**config.mk**
```make
export PLATFORM = sky130hd
export DESIGN_NAME = audio_core_top
export DESIGN_NICKNAME = d
export VERILOG_FILES = /design/src/design/audio_pkg.sv /design/src/design/audio_core_top.sv /design/src/design/i2s_serializer.sv /design/src/design/sample_fifo.sv /design/src/design/bridge_regs.sv
export VERILOG_INCLUDE_DIRS = /design/src /design/src/design
export SDC_FILE = /design/constraint.sdc
export NUM_CORES = 1
export LEC_CHECK = 0
export ABC_AREA = 0
export BUFFER_PORTS_ARGS = -buffer_cell sky130_fd_sc_hd__buf_2
export CORE_MARGIN = 2
export CORE_UTILIZATION = 30
export CTS_BUF_LIST = sky130_fd_sc_hd__clkbuf_2
export CTS_CLUSTER_DIAMETER = 120
export DETAILED_ROUTE_END_ITERATION = 7
export PLACE_DENSITY = 0.44
export SLEW_MARGIN = 15
export SYNTH_ARGS = -nofsm -noshare
export SYNTH_HDL_FRONTEND = slang
export SYNTH_SLANG_ARGS = --single-unit
```
**constraint.sdc**
```tcl
create_clock -name audgen_mclk -period 14.5 [get_ports audgen_mclk]
set_clock_uncertainty 0.2 [all_clocks]
set_input_delay 1.45 -clock audgen_mclk [delete_from_list [all_inputs] [get_ports audgen_mclk]]
set_output_delay 1.45 -clock audgen_mclk [all_outputs]
set_load 0.005 [all_outputs]
```
**src/design/audio_cfg.svh**
```systemverilog
// audio core configuration
// buffer depth, sample and slot sizes, bridge base byte, bit clock divider

`ifndef AUDIO_CFG_SVH
`define AUDIO_CFG_SVH

// stereo entries held in the sample buffer
`define AUD_FIFO_DEPTH 8

// level count width, must hold 0..AUD_FIFO_DEPTH
`define AUD_LEVEL_W 4

// bits per channel sample
`define AUD_SAMPLE_W 16

// bits per channel slot on the wire
`define AUD_SLOT_BITS 32

// top address byte that selects this block
`define AUD_BRIDGE_BASE 8'h10

// master clocks per serial bit
`define AUD_SCLK_DIV 4

`endif
```
**src/design/audio_pkg.sv**
```systemverilog
// audio core shared types
// sample words, buffer level, register offsets and serializer slot phase

`include "audio_cfg.svh"

package audio_pkg;

    //////////////////////////////////////////////////
    // data types

    // one stereo word, left in upper half, right in lower half
    typedef logic [2*`AUD_SAMPLE_W-1:0] stereo_t;

    // buffer occupancy, 0 up to AUD_FIFO_DEPTH
    typedef logic [`AUD_LEVEL_W-1:0] level_t;

    //////////////////////////////////////////////////
    // register map, word offset from address bits 7:2

    typedef enum logic [5:0] {
        REG_CTRL     = 6'd0,
        REG_SAMPLE   = 6'd1,
        REG_STATUS   = 6'd2,
        REG_UNDERRUN = 6'd3
    } reg_offset_e;

    // serializer slot, matches lrck level
    typedef enum logic {
        SLOT_LEFT  = 1'b0,
        SLOT_RIGHT = 1'b1
    } i2s_phase_e;

endpackage

```
**src/design/audio_core_top.sv**
```systemverilog
// audio core top level
// bridge register block feeding a sample buffer drained by an i2s serializer
// single clock domain on audgen_mclk

`timescale 1ns/100ps

module audio_core_top (
    input  logic        audgen_mclk,
    input  logic        reset_n,

    // host bridge bus
    input  logic [31:0] bridge_addr,
    input  logic        bridge_wr,
    input  logic [31:0] bridge_wr_data,
    input  logic        bridge_rd,
    output logic [31:0] bridge_rd_data,

    // serial audio out
    output logic        audio_sclk,
    output logic        audio_lrck,
    output logic        audio_dac
);

    // producer side
    logic                push;
    audio_pkg::stereo_t  push_data;
    logic                enable;

    // buffer state
    audio_pkg::level_t   level;
    logic                full;
    logic                empty;

    // consumer side
    audio_pkg::stereo_t  head;
    logic                pop;
    logic                underrun;

    bridge_regs u_regs (
        .audgen_mclk    (audgen_mclk),
        .reset_n        (reset_n),
        .bridge_addr    (bridge_addr),
        .bridge_wr      (bridge_wr),
        .bridge_wr_data (bridge_wr_data),
        .bridge_rd      (bridge_rd),
        .bridge_rd_data (bridge_rd_data),
        .push           (push),
        .push_data      (push_data),
        .level          (level),
        .full           (full),
        .empty          (empty),
        .underrun       (underrun),
        .enable         (enable)
    );

    sample_fifo u_fifo (
        .audgen_mclk (audgen_mclk),
        .reset_n     (reset_n),
        .push        (push),
        .push_data   (push_data),
        .pop         (pop),
        .head        (head),
        .level       (level),
        .full        (full),
        .empty       (empty)
    );

    i2s_serializer u_i2s (
        .audgen_mclk (audgen_mclk),
        .reset_n     (reset_n),
        .enable      (enable),
        .empty       (empty),
        .head        (head),
        .pop         (pop),
        .underrun    (underrun),
        .audio_sclk  (audio_sclk),
        .audio_lrck  (audio_lrck),
        .audio_dac   (audio_dac)
    );

endmodule

```
**src/design/i2s_serializer.sv**
```systemverilog
// i2s serializer
// bit clock is mclk / AUD_SCLK_DIV, 32-bit slots, left-justified 16-bit samples
// pops one stereo word per frame, or sends silence

`timescale 1ns/100ps
`include "audio_cfg.svh"

module i2s_serializer (
    input  logic                audgen_mclk,
    input  logic                reset_n,

    // control and buffer state
    input  logic                enable,
    input  logic                empty,
    input  audio_pkg::stereo_t  head,

    // buffer handshake
    output logic                pop,
    output logic                underrun,

    // serial audio out
    output logic                audio_sclk,
    output logic                audio_lrck,
    output logic                audio_dac
);

    localparam int DIV_W   = $clog2(`AUD_SCLK_DIV);
    localparam int CNT_W   = $clog2(`AUD_SLOT_BITS);
    localparam int PAD_W   = `AUD_SLOT_BITS - `AUD_SAMPLE_W;
    localparam int FRAME_W = 2 * `AUD_SLOT_BITS;

    logic [DIV_W-1:0]        div_cnt;
    logic [CNT_W-1:0]        bit_cnt;
    audio_pkg::i2s_phase_e   phase;
    audio_pkg::i2s_phase_e   phase_nxt;
    audio_pkg::stereo_t      next_word;
    logic [FRAME_W-1:0]      frame_img;
    logic [FRAME_W-2:0]      shift_q;
    logic                    bit_edge;
    logic                    slot_last;
    logic                    frame_edge;
    logic                    decide;

    //////////////////////////////////////////////////
    // bit clock divider

    // wrap from last count to 0 is the falling sclk edge
    assign bit_edge   = (div_cnt == DIV_W'(`AUD_SCLK_DIV-1));
    assign audio_sclk = div_cnt[DIV_W-1];

    always_ff @(posedge audgen_mclk or negedge reset_n) begin
        if (!reset_n) begin
            div_cnt <= '0;
        end else begin
            div_cnt <= bit_edge ? '0 : div_cnt + 1'b1;
        end
    end

    //////////////////////////////////////////////////
    // slot and frame position

    assign slot_last  = (bit_cnt == CNT_W'(`AUD_SLOT_BITS-1));
    assign frame_edge = bit_edge && slot_last && (phase == audio_pkg::SLOT_RIGHT);
    assign phase_nxt  = !slot_last ? phase :
                        (phase == audio_pkg::SLOT_LEFT) ? audio_pkg::SLOT_RIGHT
                                                        : audio_pkg::SLOT_LEFT;

    // parked on the last right bit so the first boundary opens a frame
    always_ff @(posedge audgen_mclk or negedge reset_n) begin
        if (!reset_n) begin
            bit_cnt <= CNT_W'(`AUD_SLOT_BITS-1);
            phase   <= audio_pkg::SLOT_RIGHT;
        end else if (bit_edge) begin
            bit_cnt <= slot_last ? '0 : bit_cnt + 1'b1;
            phase   <= phase_nxt;
        end
    end

    //////////////////////////////////////////////////
    // next frame decision, one mclk ahead of the boundary

    assign decide   = (div_cnt == DIV_W'(`AUD_SCLK_DIV-2)) && slot_last &&
                      (phase == audio_pkg::SLOT_RIGHT);
    assign pop      = decide && enable && !empty;
    assign underrun = decide && enable && empty;

    // silence when disabled or starved
    always_ff @(posedge audgen_mclk) begin
        if (decide) begin
            next_word <= (enable && !empty) ? head : '0;
        end
    end

    //////////////////////////////////////////////////
    // shift out

    // left sample, pad, right sample, pad
    assign frame_img = {next_word[2*`AUD_SAMPLE_W-1:`AUD_SAMPLE_W], {PAD_W{1'b0}},
                        next_word[`AUD_SAMPLE_W-1:0], {PAD_W{1'b0}}};

    always_ff @(posedge audgen_mclk) begin
        if (frame_edge) begin
            shift_q <= frame_img[FRAME_W-2:0];
        end else if (bit_edge) begin
            shift_q <= {shift_q[FRAME_W-3:0], 1'b0};
        end
    end

    // msb first, changes only on falling sclk
    always_ff @(posedge audgen_mclk or negedge reset_n) begin
        if (!reset_n) begin
            audio_dac  <= 1'b0;
            audio_lrck <= 1'b0;
        end else if (bit_edge) begin
            audio_lrck <= (phase_nxt == audio_pkg::SLOT_RIGHT);
            audio_dac  <= frame_edge ? frame_img[FRAME_W-1] : shift_q[FRAME_W-2];
        end
    end

endmodule

```
**src/design/sample_fifo.sv**
```systemverilog
// stereo sample buffer
// show-ahead fifo, head always presents the oldest entry
// level counter drives full and empty

`timescale 1ns/100ps
`include "audio_cfg.svh"

module sample_fifo (
    input  logic                audgen_mclk,
    input  logic                reset_n,

    // write side
    input  logic                push,
    input  audio_pkg::stereo_t  push_data,

    // read side
    input  logic                pop,
    output audio_pkg::stereo_t  head,

    // occupancy
    output audio_pkg::level_t   level,
    output logic                full,
    output logic                empty
);

    localparam int PTR_W = $clog2(`AUD_FIFO_DEPTH);

    audio_pkg::stereo_t  mem [`AUD_FIFO_DEPTH];
    logic [PTR_W-1:0]    wr_ptr;
    logic [PTR_W-1:0]    rd_ptr;

    //////////////////////////////////////////////////
    // storage

    // callers guarantee push only when not full
    always_ff @(posedge audgen_mclk) begin
        if (push) begin
            mem[wr_ptr] <= push_data;
        end
    end

    assign head = mem[rd_ptr];

    //////////////////////////////////////////////////
    // pointers and level

    always_ff @(posedge audgen_mclk or negedge reset_n) begin
        if (!reset_n) begin
            wr_ptr <= '0;
            rd_ptr <= '0;
        end else begin
            if (push) begin
                wr_ptr <= (wr_ptr == PTR_W'(`AUD_FIFO_DEPTH-1)) ? '0 : wr_ptr + 1'b1;
            end
            if (pop) begin
                rd_ptr <= (rd_ptr == PTR_W'(`AUD_FIFO_DEPTH-1)) ? '0 : rd_ptr + 1'b1;
            end
        end
    end

    // push and pop together leave the level alone
    always_ff @(posedge audgen_mclk or negedge reset_n) begin
        if (!reset_n) begin
            level <= '0;
        end else begin
            case ({push, pop})
                2'b10:   level <= level + 1'b1;
                2'b01:   level <= level - 1'b1;
                default: level <= level;
            endcase
        end
    end

    assign full  = (level == `AUD_LEVEL_W'(`AUD_FIFO_DEPTH));
    assign empty = (level == '0);

endmodule

```
**src/design/bridge_regs.sv**
```systemverilog
// bridge register block for the audio core
// decodes host writes and reads, holds enable and the underrun count,
// and turns sample writes into buffer pushes

`timescale 1ns/100ps
`include "audio_cfg.svh"

module bridge_regs (
    input  logic                audgen_mclk,
    input  logic                reset_n,

    // host bridge bus
    input  logic [31:0]         bridge_addr,
    input  logic                bridge_wr,
    input  logic [31:0]         bridge_wr_data,
    input  logic                bridge_rd,
    output logic [31:0]         bridge_rd_data,

    // buffer write side
    output logic                push,
    output audio_pkg::stereo_t  push_data,
    input  audio_pkg::level_t   level,
    input  logic                full,
    input  logic                empty,

    // from the serializer
    input  logic                underrun,
    output logic                enable
);

    //////////////////////////////////////////////////
    // address decode

    logic                    blk_hit;
    audio_pkg::reg_offset_e  offset;
    logic                    wr_hit;
    logic [31:0]             underrun_cnt;
    logic [31:0]             status_word;

    // top byte selects the block, bits 7:2 pick the word
    assign blk_hit = (bridge_addr[31:24] == `AUD_BRIDGE_BASE);
    assign offset  = audio_pkg::reg_offset_e'(bridge_addr[7:2]);
    assign wr_hit  = bridge_wr && blk_hit;

    //////////////////////////////////////////////////
    // sample push

    // write data goes straight into the buffer as one stereo word
    assign push_data = audio_pkg::stereo_t'(bridge_wr_data);

    // dropped silently while full
    assign push = wr_hit && (offset == audio_pkg::REG_SAMPLE) && !full;

    //////////////////////////////////////////////////
    // control and underrun registers

    always_ff @(posedge audgen_mclk or negedge reset_n) begin
        if (!reset_n) begin
            enable <= 1'b0;
        end else if (wr_hit && (offset == audio_pkg::REG_CTRL)) begin
            enable <= bridge_wr_data[0];
        end
    end

    // host clear beats a same-cycle increment
    always_ff @(posedge audgen_mclk or negedge reset_n) begin
        if (!reset_n) begin
            underrun_cnt <= '0;
        end else if (wr_hit && (offset == audio_pkg::REG_UNDERRUN)) begin
            underrun_cnt <= '0;
        end else if (underrun) begin
            underrun_cnt <= underrun_cnt + 1'b1;
        end
    end

    //////////////////////////////////////////////////
    // read mux

    // status layout: level in 3:0, full at 8, empty at 9
    always_comb begin
        status_word = '0;
        status_word[`AUD_LEVEL_W-1:0] = level;
        status_word[8] = full;
        status_word[9] = empty;
    end

    // purely combinational on the address, so reads never disturb state
    // and bridge_rd itself is not needed to steer the mux
    always_comb begin
        bridge_rd_data = '0;
        if (blk_hit) begin
            case (offset)
                audio_pkg::REG_CTRL:     bridge_rd_data = {31'd0, enable};
                audio_pkg::REG_STATUS:   bridge_rd_data = status_word;
                audio_pkg::REG_UNDERRUN: bridge_rd_data = underrun_cnt;
                // sample register is write only
                default:                 bridge_rd_data = '0;
            endcase
        end
    end

endmodule

```
Word-level counts from Yosys, hierarchy flattened
Memories as Yosys holds them, arrays and structs flattened. A register that Yosys moved wholly into a read port is not among the register bits.
Index checks and enable logic that the tools add are counted.
- add/sub/neg operators: 7
- equal/unequal tests: 12
- mux-type cells: 16
- reductions and logical operators: 21
- operators with widths (cell ; number):
    $mux W63 ; 2
    $mux W32 ; 3
    $pmux W32 S3 ; 1
    $add A32 B1 Y32 const B ; 1
    $logic_and A1 B1 Y1 ; 13
    $eq A6 B2 Y1 const B ; 2
    $eq A8 B5 Y1 const B ; 1
    $pmux W4 S2 ; 1
    $add A3 B1 Y3 const B ; 2
    $eq A2 B2 Y1 const B ; 3
    $eq A3 B3 Y1 const B ; 2
    $eq A6 B1 Y1 const B ; 1
    $logic_not A6 Y1 ; 1
    $mux W3 ; 2
    $reduce_bool A2 Y1 ; 3
    $add A5 B1 Y5 const B ; 1
    $eq A5 B5 Y1 const B ; 1
    $mux W1 ; 5
    $mux W5 ; 1
    $add A4 B1 Y4 const B ; 1
    $eq A4 B4 Y1 const B ; 1
    $logic_not A4 Y1 ; 1
    $sub A4 B1 Y4 const B ; 1
    $logic_not A1 Y1 ; 3
    other kinds (3) ; 3
- bits in registers: 100
- RAM bits: 256
- bits of input ports: 68
- output and inout port bits: 35
- logic and storage cells: 69
- memories: 1
- memory list (memory ; depth ; width ; rd ports ; clocked after memory_dff ; write ports ; RTL line ; RTL):
    u_fifo.mem ; 8 ; 32 ; 1 ; 1 ; 1 ; sample_fifo.sv:28 ; audio_pkg::stereo_t mem [`AUD_FIFO_DEPTH];

Depth between registers and ports, before layout
- depth after elaboration: 7
- gate-level depth with buffers: 14
- gate-level depth less buffers: 12

Cells and area by module
Synthesis repeated with hierarchy kept, for this count alone.
- cell total of the unflattened synthesis: 1010
- area total of the unflattened synthesis: 16168.0 um^2
- by module, submodules not included (module ; instances ; cells an instance ; area each (um^2) ; sequential area each (um^2)):
    sample_fifo ; 1 ; 428 ; 10209.8 ; 7937.6
    i2s_serializer ; 1 ; 320 ; 3704.8 ; 2469.9
    bridge_regs ; 1 ; 262 ; 2253.4 ; 825.8

Worst setup path after synthesis
OpenSTA, ideal clock, no wires.
- path type: in2reg
- start: in bridge_addr[25]
- end: mem u_fifo.mem[1][0] (netlist bit) (enable)
- library setup time: 502 ps
- data arrival time: 5951 ps
- data required time: 13798 ps
- path slack: 7848 ps
- cell stages on the path: 5
- path buffers: 1
- cells stage by stage: nor4b_1 nand3_1 or4_1 clkbuf_1 nor4_1
- cells in the longest elaborated chain, start to end: 6
- ends and longest elaborated chain (item ; RTL line ; RTL):
    from (decl) ; audio_core_top.sv:12 ; input logic [31:0] bridge_addr,
    $eq A8 B5 Y1 (no line) ; n/a ;
    $logic_and A1 B1 Y1 ; bridge_regs.sv:43 ; assign wr_hit = bridge_wr && blk_hit;
    $logic_and A1 B1 Y1 (2 in a row) ; bridge_regs.sv:52 ; assign push = wr_hit && (offset == audio_pkg::REG_SAMPLE) && !full;
    $mux W1 ; sample_fifo.sv:37 ; if (push) begin
    $mux W1 (not written as such) ; sample_fifo.sv:38 ; mem[wr_ptr] <= push_data;
    to (decl) ; sample_fifo.sv:28 ;
Every way passes these cells.

Worst setup path after layout
- start: in bridge_addr[25]
- end: out bridge_rd_data[16]
- cells in the longest elaborated chain, start to end: 2
- ends and longest elaborated chain (item ; RTL line ; RTL):
    $eq A8 B5 Y1 (no line) ; n/a ;
    $mux W32 ; bridge_regs.sv:91 ; if (blk_hit) begin
    to (decl) ; audio_core_top.sv:16 ; output logic [31:0] bridge_rd_data,
Every way passes these cells.

==> flow_summary_export.csv <==
group,metric,value,unit
sta,slew_viol_final,0,
global_routing,grt_pass1_wl,54800,um
place,dp_cells,1732,
yosys,yosys_warnings,0,
sta,worst_pin_slew,1.03,ns
route,ant_nets,0,
sta,clock.fmax,176,MHz
global_routing,gr-total-overflow,0,
sta,timing.hold.ws,0.214,ns
power_and_ir_drop,power_per_cell_area,111,nW/um^2
sta,setup_violations,0,
global_routing,grt.total_usage,0.134,
power_and_ir_drop,irDropWorstVdd,0.0509,mV
sta,setup_ws,8.81,ns
place,io_buffer_count,83,
global_routing,busiest_layer,"met2",
place,gp_congestion,0.739,
floorplan,io_pins,103,
clock_network,cts_hold_buf,0,
job,drv_cap,0,
yosys,ys.flop_type,"edfxtp_1",
sta,fin_tns_setup,0,ns
yosys,syn_area_per_cell,15.9,um^2
floorplan,die_y,234,um
yosys,syn_inst,1002,
power_and_ir_drop,power.switching,478,uW
global_routing,use_met2,0.213,
yosys,syn_nets,1082,
power_and_ir_drop,swShare,0.237,
route,drt_iter0_drc,521,
clock_network,cts_max_level,3,
yosys,seq_area_frac_synth,0.707,
global_routing,met3_usage,0.0368,
layout,drive_above_1_share,0.305,
worst_setup_path,crit_required,12.85,ns
power_and_ir_drop,internal-power,1.54,mW
global_routing,grt_use_met1,0.176,
power_and_ir_drop,leakagePower,6.38,nW
yosys,synthArstFlopShare,0.137,
floorplan,dieArea,54800,um^2
floorplan,core_region_area,52400,um^2
route,vias_per_cell,4.64,
layout,area_growth,14.2,%
worst_setup_path,crit_fanout,23,
sta,period_share,0.392,
power_and_ir_drop,seq_power_share,0.595,
worst_setup_path,cp-end-kind,"primary output",
run_status,outcome,"completed",
floorplan,start_util,0.303,
clock_network,clk_root_buffer_cell,"clkbuf_2",
clock_network,cts_setup_buffers,0,
power_and_ir_drop,power.total,2.02,mW
floorplan,die_x,234,um
layout,num-nets-final,1228,
min_path,min-delay-path-class,"flop to flop",
layout,final_cells,1926,
place,pre_cts_slack,8.42,ns
power_and_ir_drop,p_clk_frac,0.394,
clock_network,cts_buffers,102,
sta,fin_crit,5.69,ns
yosys,synth_top_cell_area_share,0.603,
route,firstDrtPassIters,6,
yosys,synth_edf_count,319,
sta,hold_viol_final,0,
yosys,synth_area,15900,um^2
clock_network,clk_latency,1.05,ns
global_routing,antenna_found_initial,3,
yosys,yosys.area.top_type,"edfxtp_1",
clock_network,ctsResizeCount,0,
clock_network,cts.sinks,388,
global_routing,grt_pass1_vias,9201,
clock_network,clockBufferDepth,3,
worst_setup_path,path_class,"primary input to primary output",
clock_network,cts_tree,"built",
route,wl,35500,um
power_and_ir_drop,p_comb_frac,0.011,
sta,rsz0062_at_grt,"no",
route,num_vias,8942,
route,wire_per_inst,18.4,um
yosys,ys_types,46,
floorplan,rows,84,
yosys,ys_seq_elements,388,
route,drcViolationCount,0,
yosys,synthTopCellsByArea,"edfxtp_1 (60%), mux4_2 (9.1%), dfrtp_1 (7.4%), mux2i_1 (2.3%), dfxtp_1 (2.0%)",
clock_network,clk_pin_slew,0.09,ns
global_routing,grt_max_degree,107,
sta,max_slew_margin,0.316,
place,dp_hpwl,19000,um
worst_setup_path,cp.arrival,4.04,ns
worst_setup_path,cp-start-kind,"primary input",
[state kept, by name, indices dropped and copies added, names as in the netlist]
register,count
u_fifo.mem,256
u_i2s.shift_q,47
u_i2s.next_word,32
u_regs.underrun_cnt,32
u_i2s.bit_cnt,5
u_fifo.level,4
u_fifo.rd_ptr,3
u_fifo.wr_ptr,3
u_i2s.div_cnt,2
u_i2s.audio_dac,1
u_i2s.audio_lrck,1
u_i2s.phase,1
u_regs.enable,1
[stage by stage]
| step | instance area [um^2] | util |
|---|---|---|
| floorplan | 15900 | - |
| global placement | 17100 | 0.327 |
| detailed placement | 17100 | 0.327 |
| CTS | 18100 | 0.346 |
| global route | 18100 | 0.346 |
| finish | 18100 | 0.346 |
[layer usage]
layer | share of wire | vias up | wire [um]
met2 | 0.48 | 186 | 17100
met4 | 0.021 | 2 | 759
met1 | 0.45 | 4475 | 15900
met5 | 0.00020 | - | 7
met3 | 0.049 | 63 | 1730
li1 | - | 4216 | -
[cell usage in the layout (no fill, tap or decap), drive strengths merged, types with 7 or more instances in the layout]
master    n
nor3     12
nor4     12
nand3    26
dfxtp    16
mux4     64
o21ai    25
ha       12
and2     25
nand4    13
clkbuf  160
inv      30
dfrtp    47
mux2i    36
nor2     57
or3       7
mux2     12
nand2    82
xnor2    10
a21oi    25
and3      9
clkinv   26
buf     103
a21boi   30
or4      24
edfxtp  319
o31ai    14
[Yosys cell counts, types with 2 or more instances]
cell	instances
buf_1	19
nand2b_1	2
or4_1	22
nand3_1	26
nand4_1	13
xor2_1	5
nor2b_1	2
o21ai_0	25
mux2i_1	36
xnor2_1	10
and4_1	3
clkbuf_1	40
nor4_1	12
mux2_2	12
and3_1	9
a21oi_1	25
nor2_1	57
dfstp_2	6
dfrtp_1	47
buf_6	2
or2_2	3
a31oi_1	2
nor3_1	12
nand2_1	82
or3_1	7
edfxtp_1	319
mux4_2	64
ha_1	12
inv_1	28
o31ai_1	14
dfxtp_1	16
or4_4	2
and2_1	25
a21boi_0	30
a22oi_1	2
[power by group through the flow]
stage / registers [mW] / clock network [mW] / logic (mW)
floorplan: 1.23 / 0 / 0.00365
global placement: 1.23 / 0 / 0.0223
detailed placement: 1.23 / 0 / 0.0231
CTS: 1.20 / 0.839 / 0.0232
global route: 1.20 / 0.898 / 0.0263
finish: 1.20 / 0.794 / 0.0226
[cells by family (layout without fill, tap and decap cells)]
group / Yosys count / after routing / share of synthesized area
buffers and inverters: 89 / 322 / 0.0220
AO/OA/AOI/OAI: 107 / 107 / 0.0431
adder cells (fa/ha/maj): 12 / 12 / 0.00945
XOR/XNOR: 15 / 15 / 0.00827
AND/OR/NAND/NOR: 279 / 279 / 0.0881
other: 0 / 3 / 0
multiplexers: 112 / 112 / 0.122
flip-flops: 388 / 388 / 0.707
[final cells by class]
class | instances | area, um^2
Fill cell | 5166 | 34300
Tap cell | 688 | 861
Multi-Input combinational cell | 525 | 4370
Clock buffer | 160 | 801
Inverter | 28 | 105
Antenna cell | 3 | 7.51
Sequential cell | 388 | 11200
Timing Repair Buffer | 103 | 566
Clock inverter | 31 | 196
[path summary, 6_finish.rpt]
check	startpoint	endpoint	slack, ns	depth (start not counted)
worst max-delay path	bridge_addr[25]	bridge_rd_data[16]	8.81	6
worst min-delay path	u_i2s.shift_q[42]$_SDFFE_PP0P_	u_i2s.shift_q[43]$_SDFFE_PP0P_	0.21	2
worst max register to register	u_i2s.bit_cnt[0]$_DFFE_PN1P_	u_fifo.level[2]$_DFFE_PN0P_	10.56	12
worst min register to register	u_i2s.shift_q[42]$_SDFFE_PP0P_	u_i2s.shift_q[43]$_SDFFE_PP0P_	0.21	2
max in group asynchronous	reset_n	u_fifo.rd_ptr[0]$_DFFE_PN0P_	13.19	2
min in group asynchronous	reset_n	u_regs.underrun_cnt[0]$_DFFE_PN0P_	0.34	2
[critical path, stage by stage]
cell and delay, ns:
buf_2 0.09, nor4b_1 0.74, nand4_1 0.66, nor2_2 0.75
and2_1 0.22, buf_2 0.11
No activity file was read; power rests on OpenSTA's default activity.
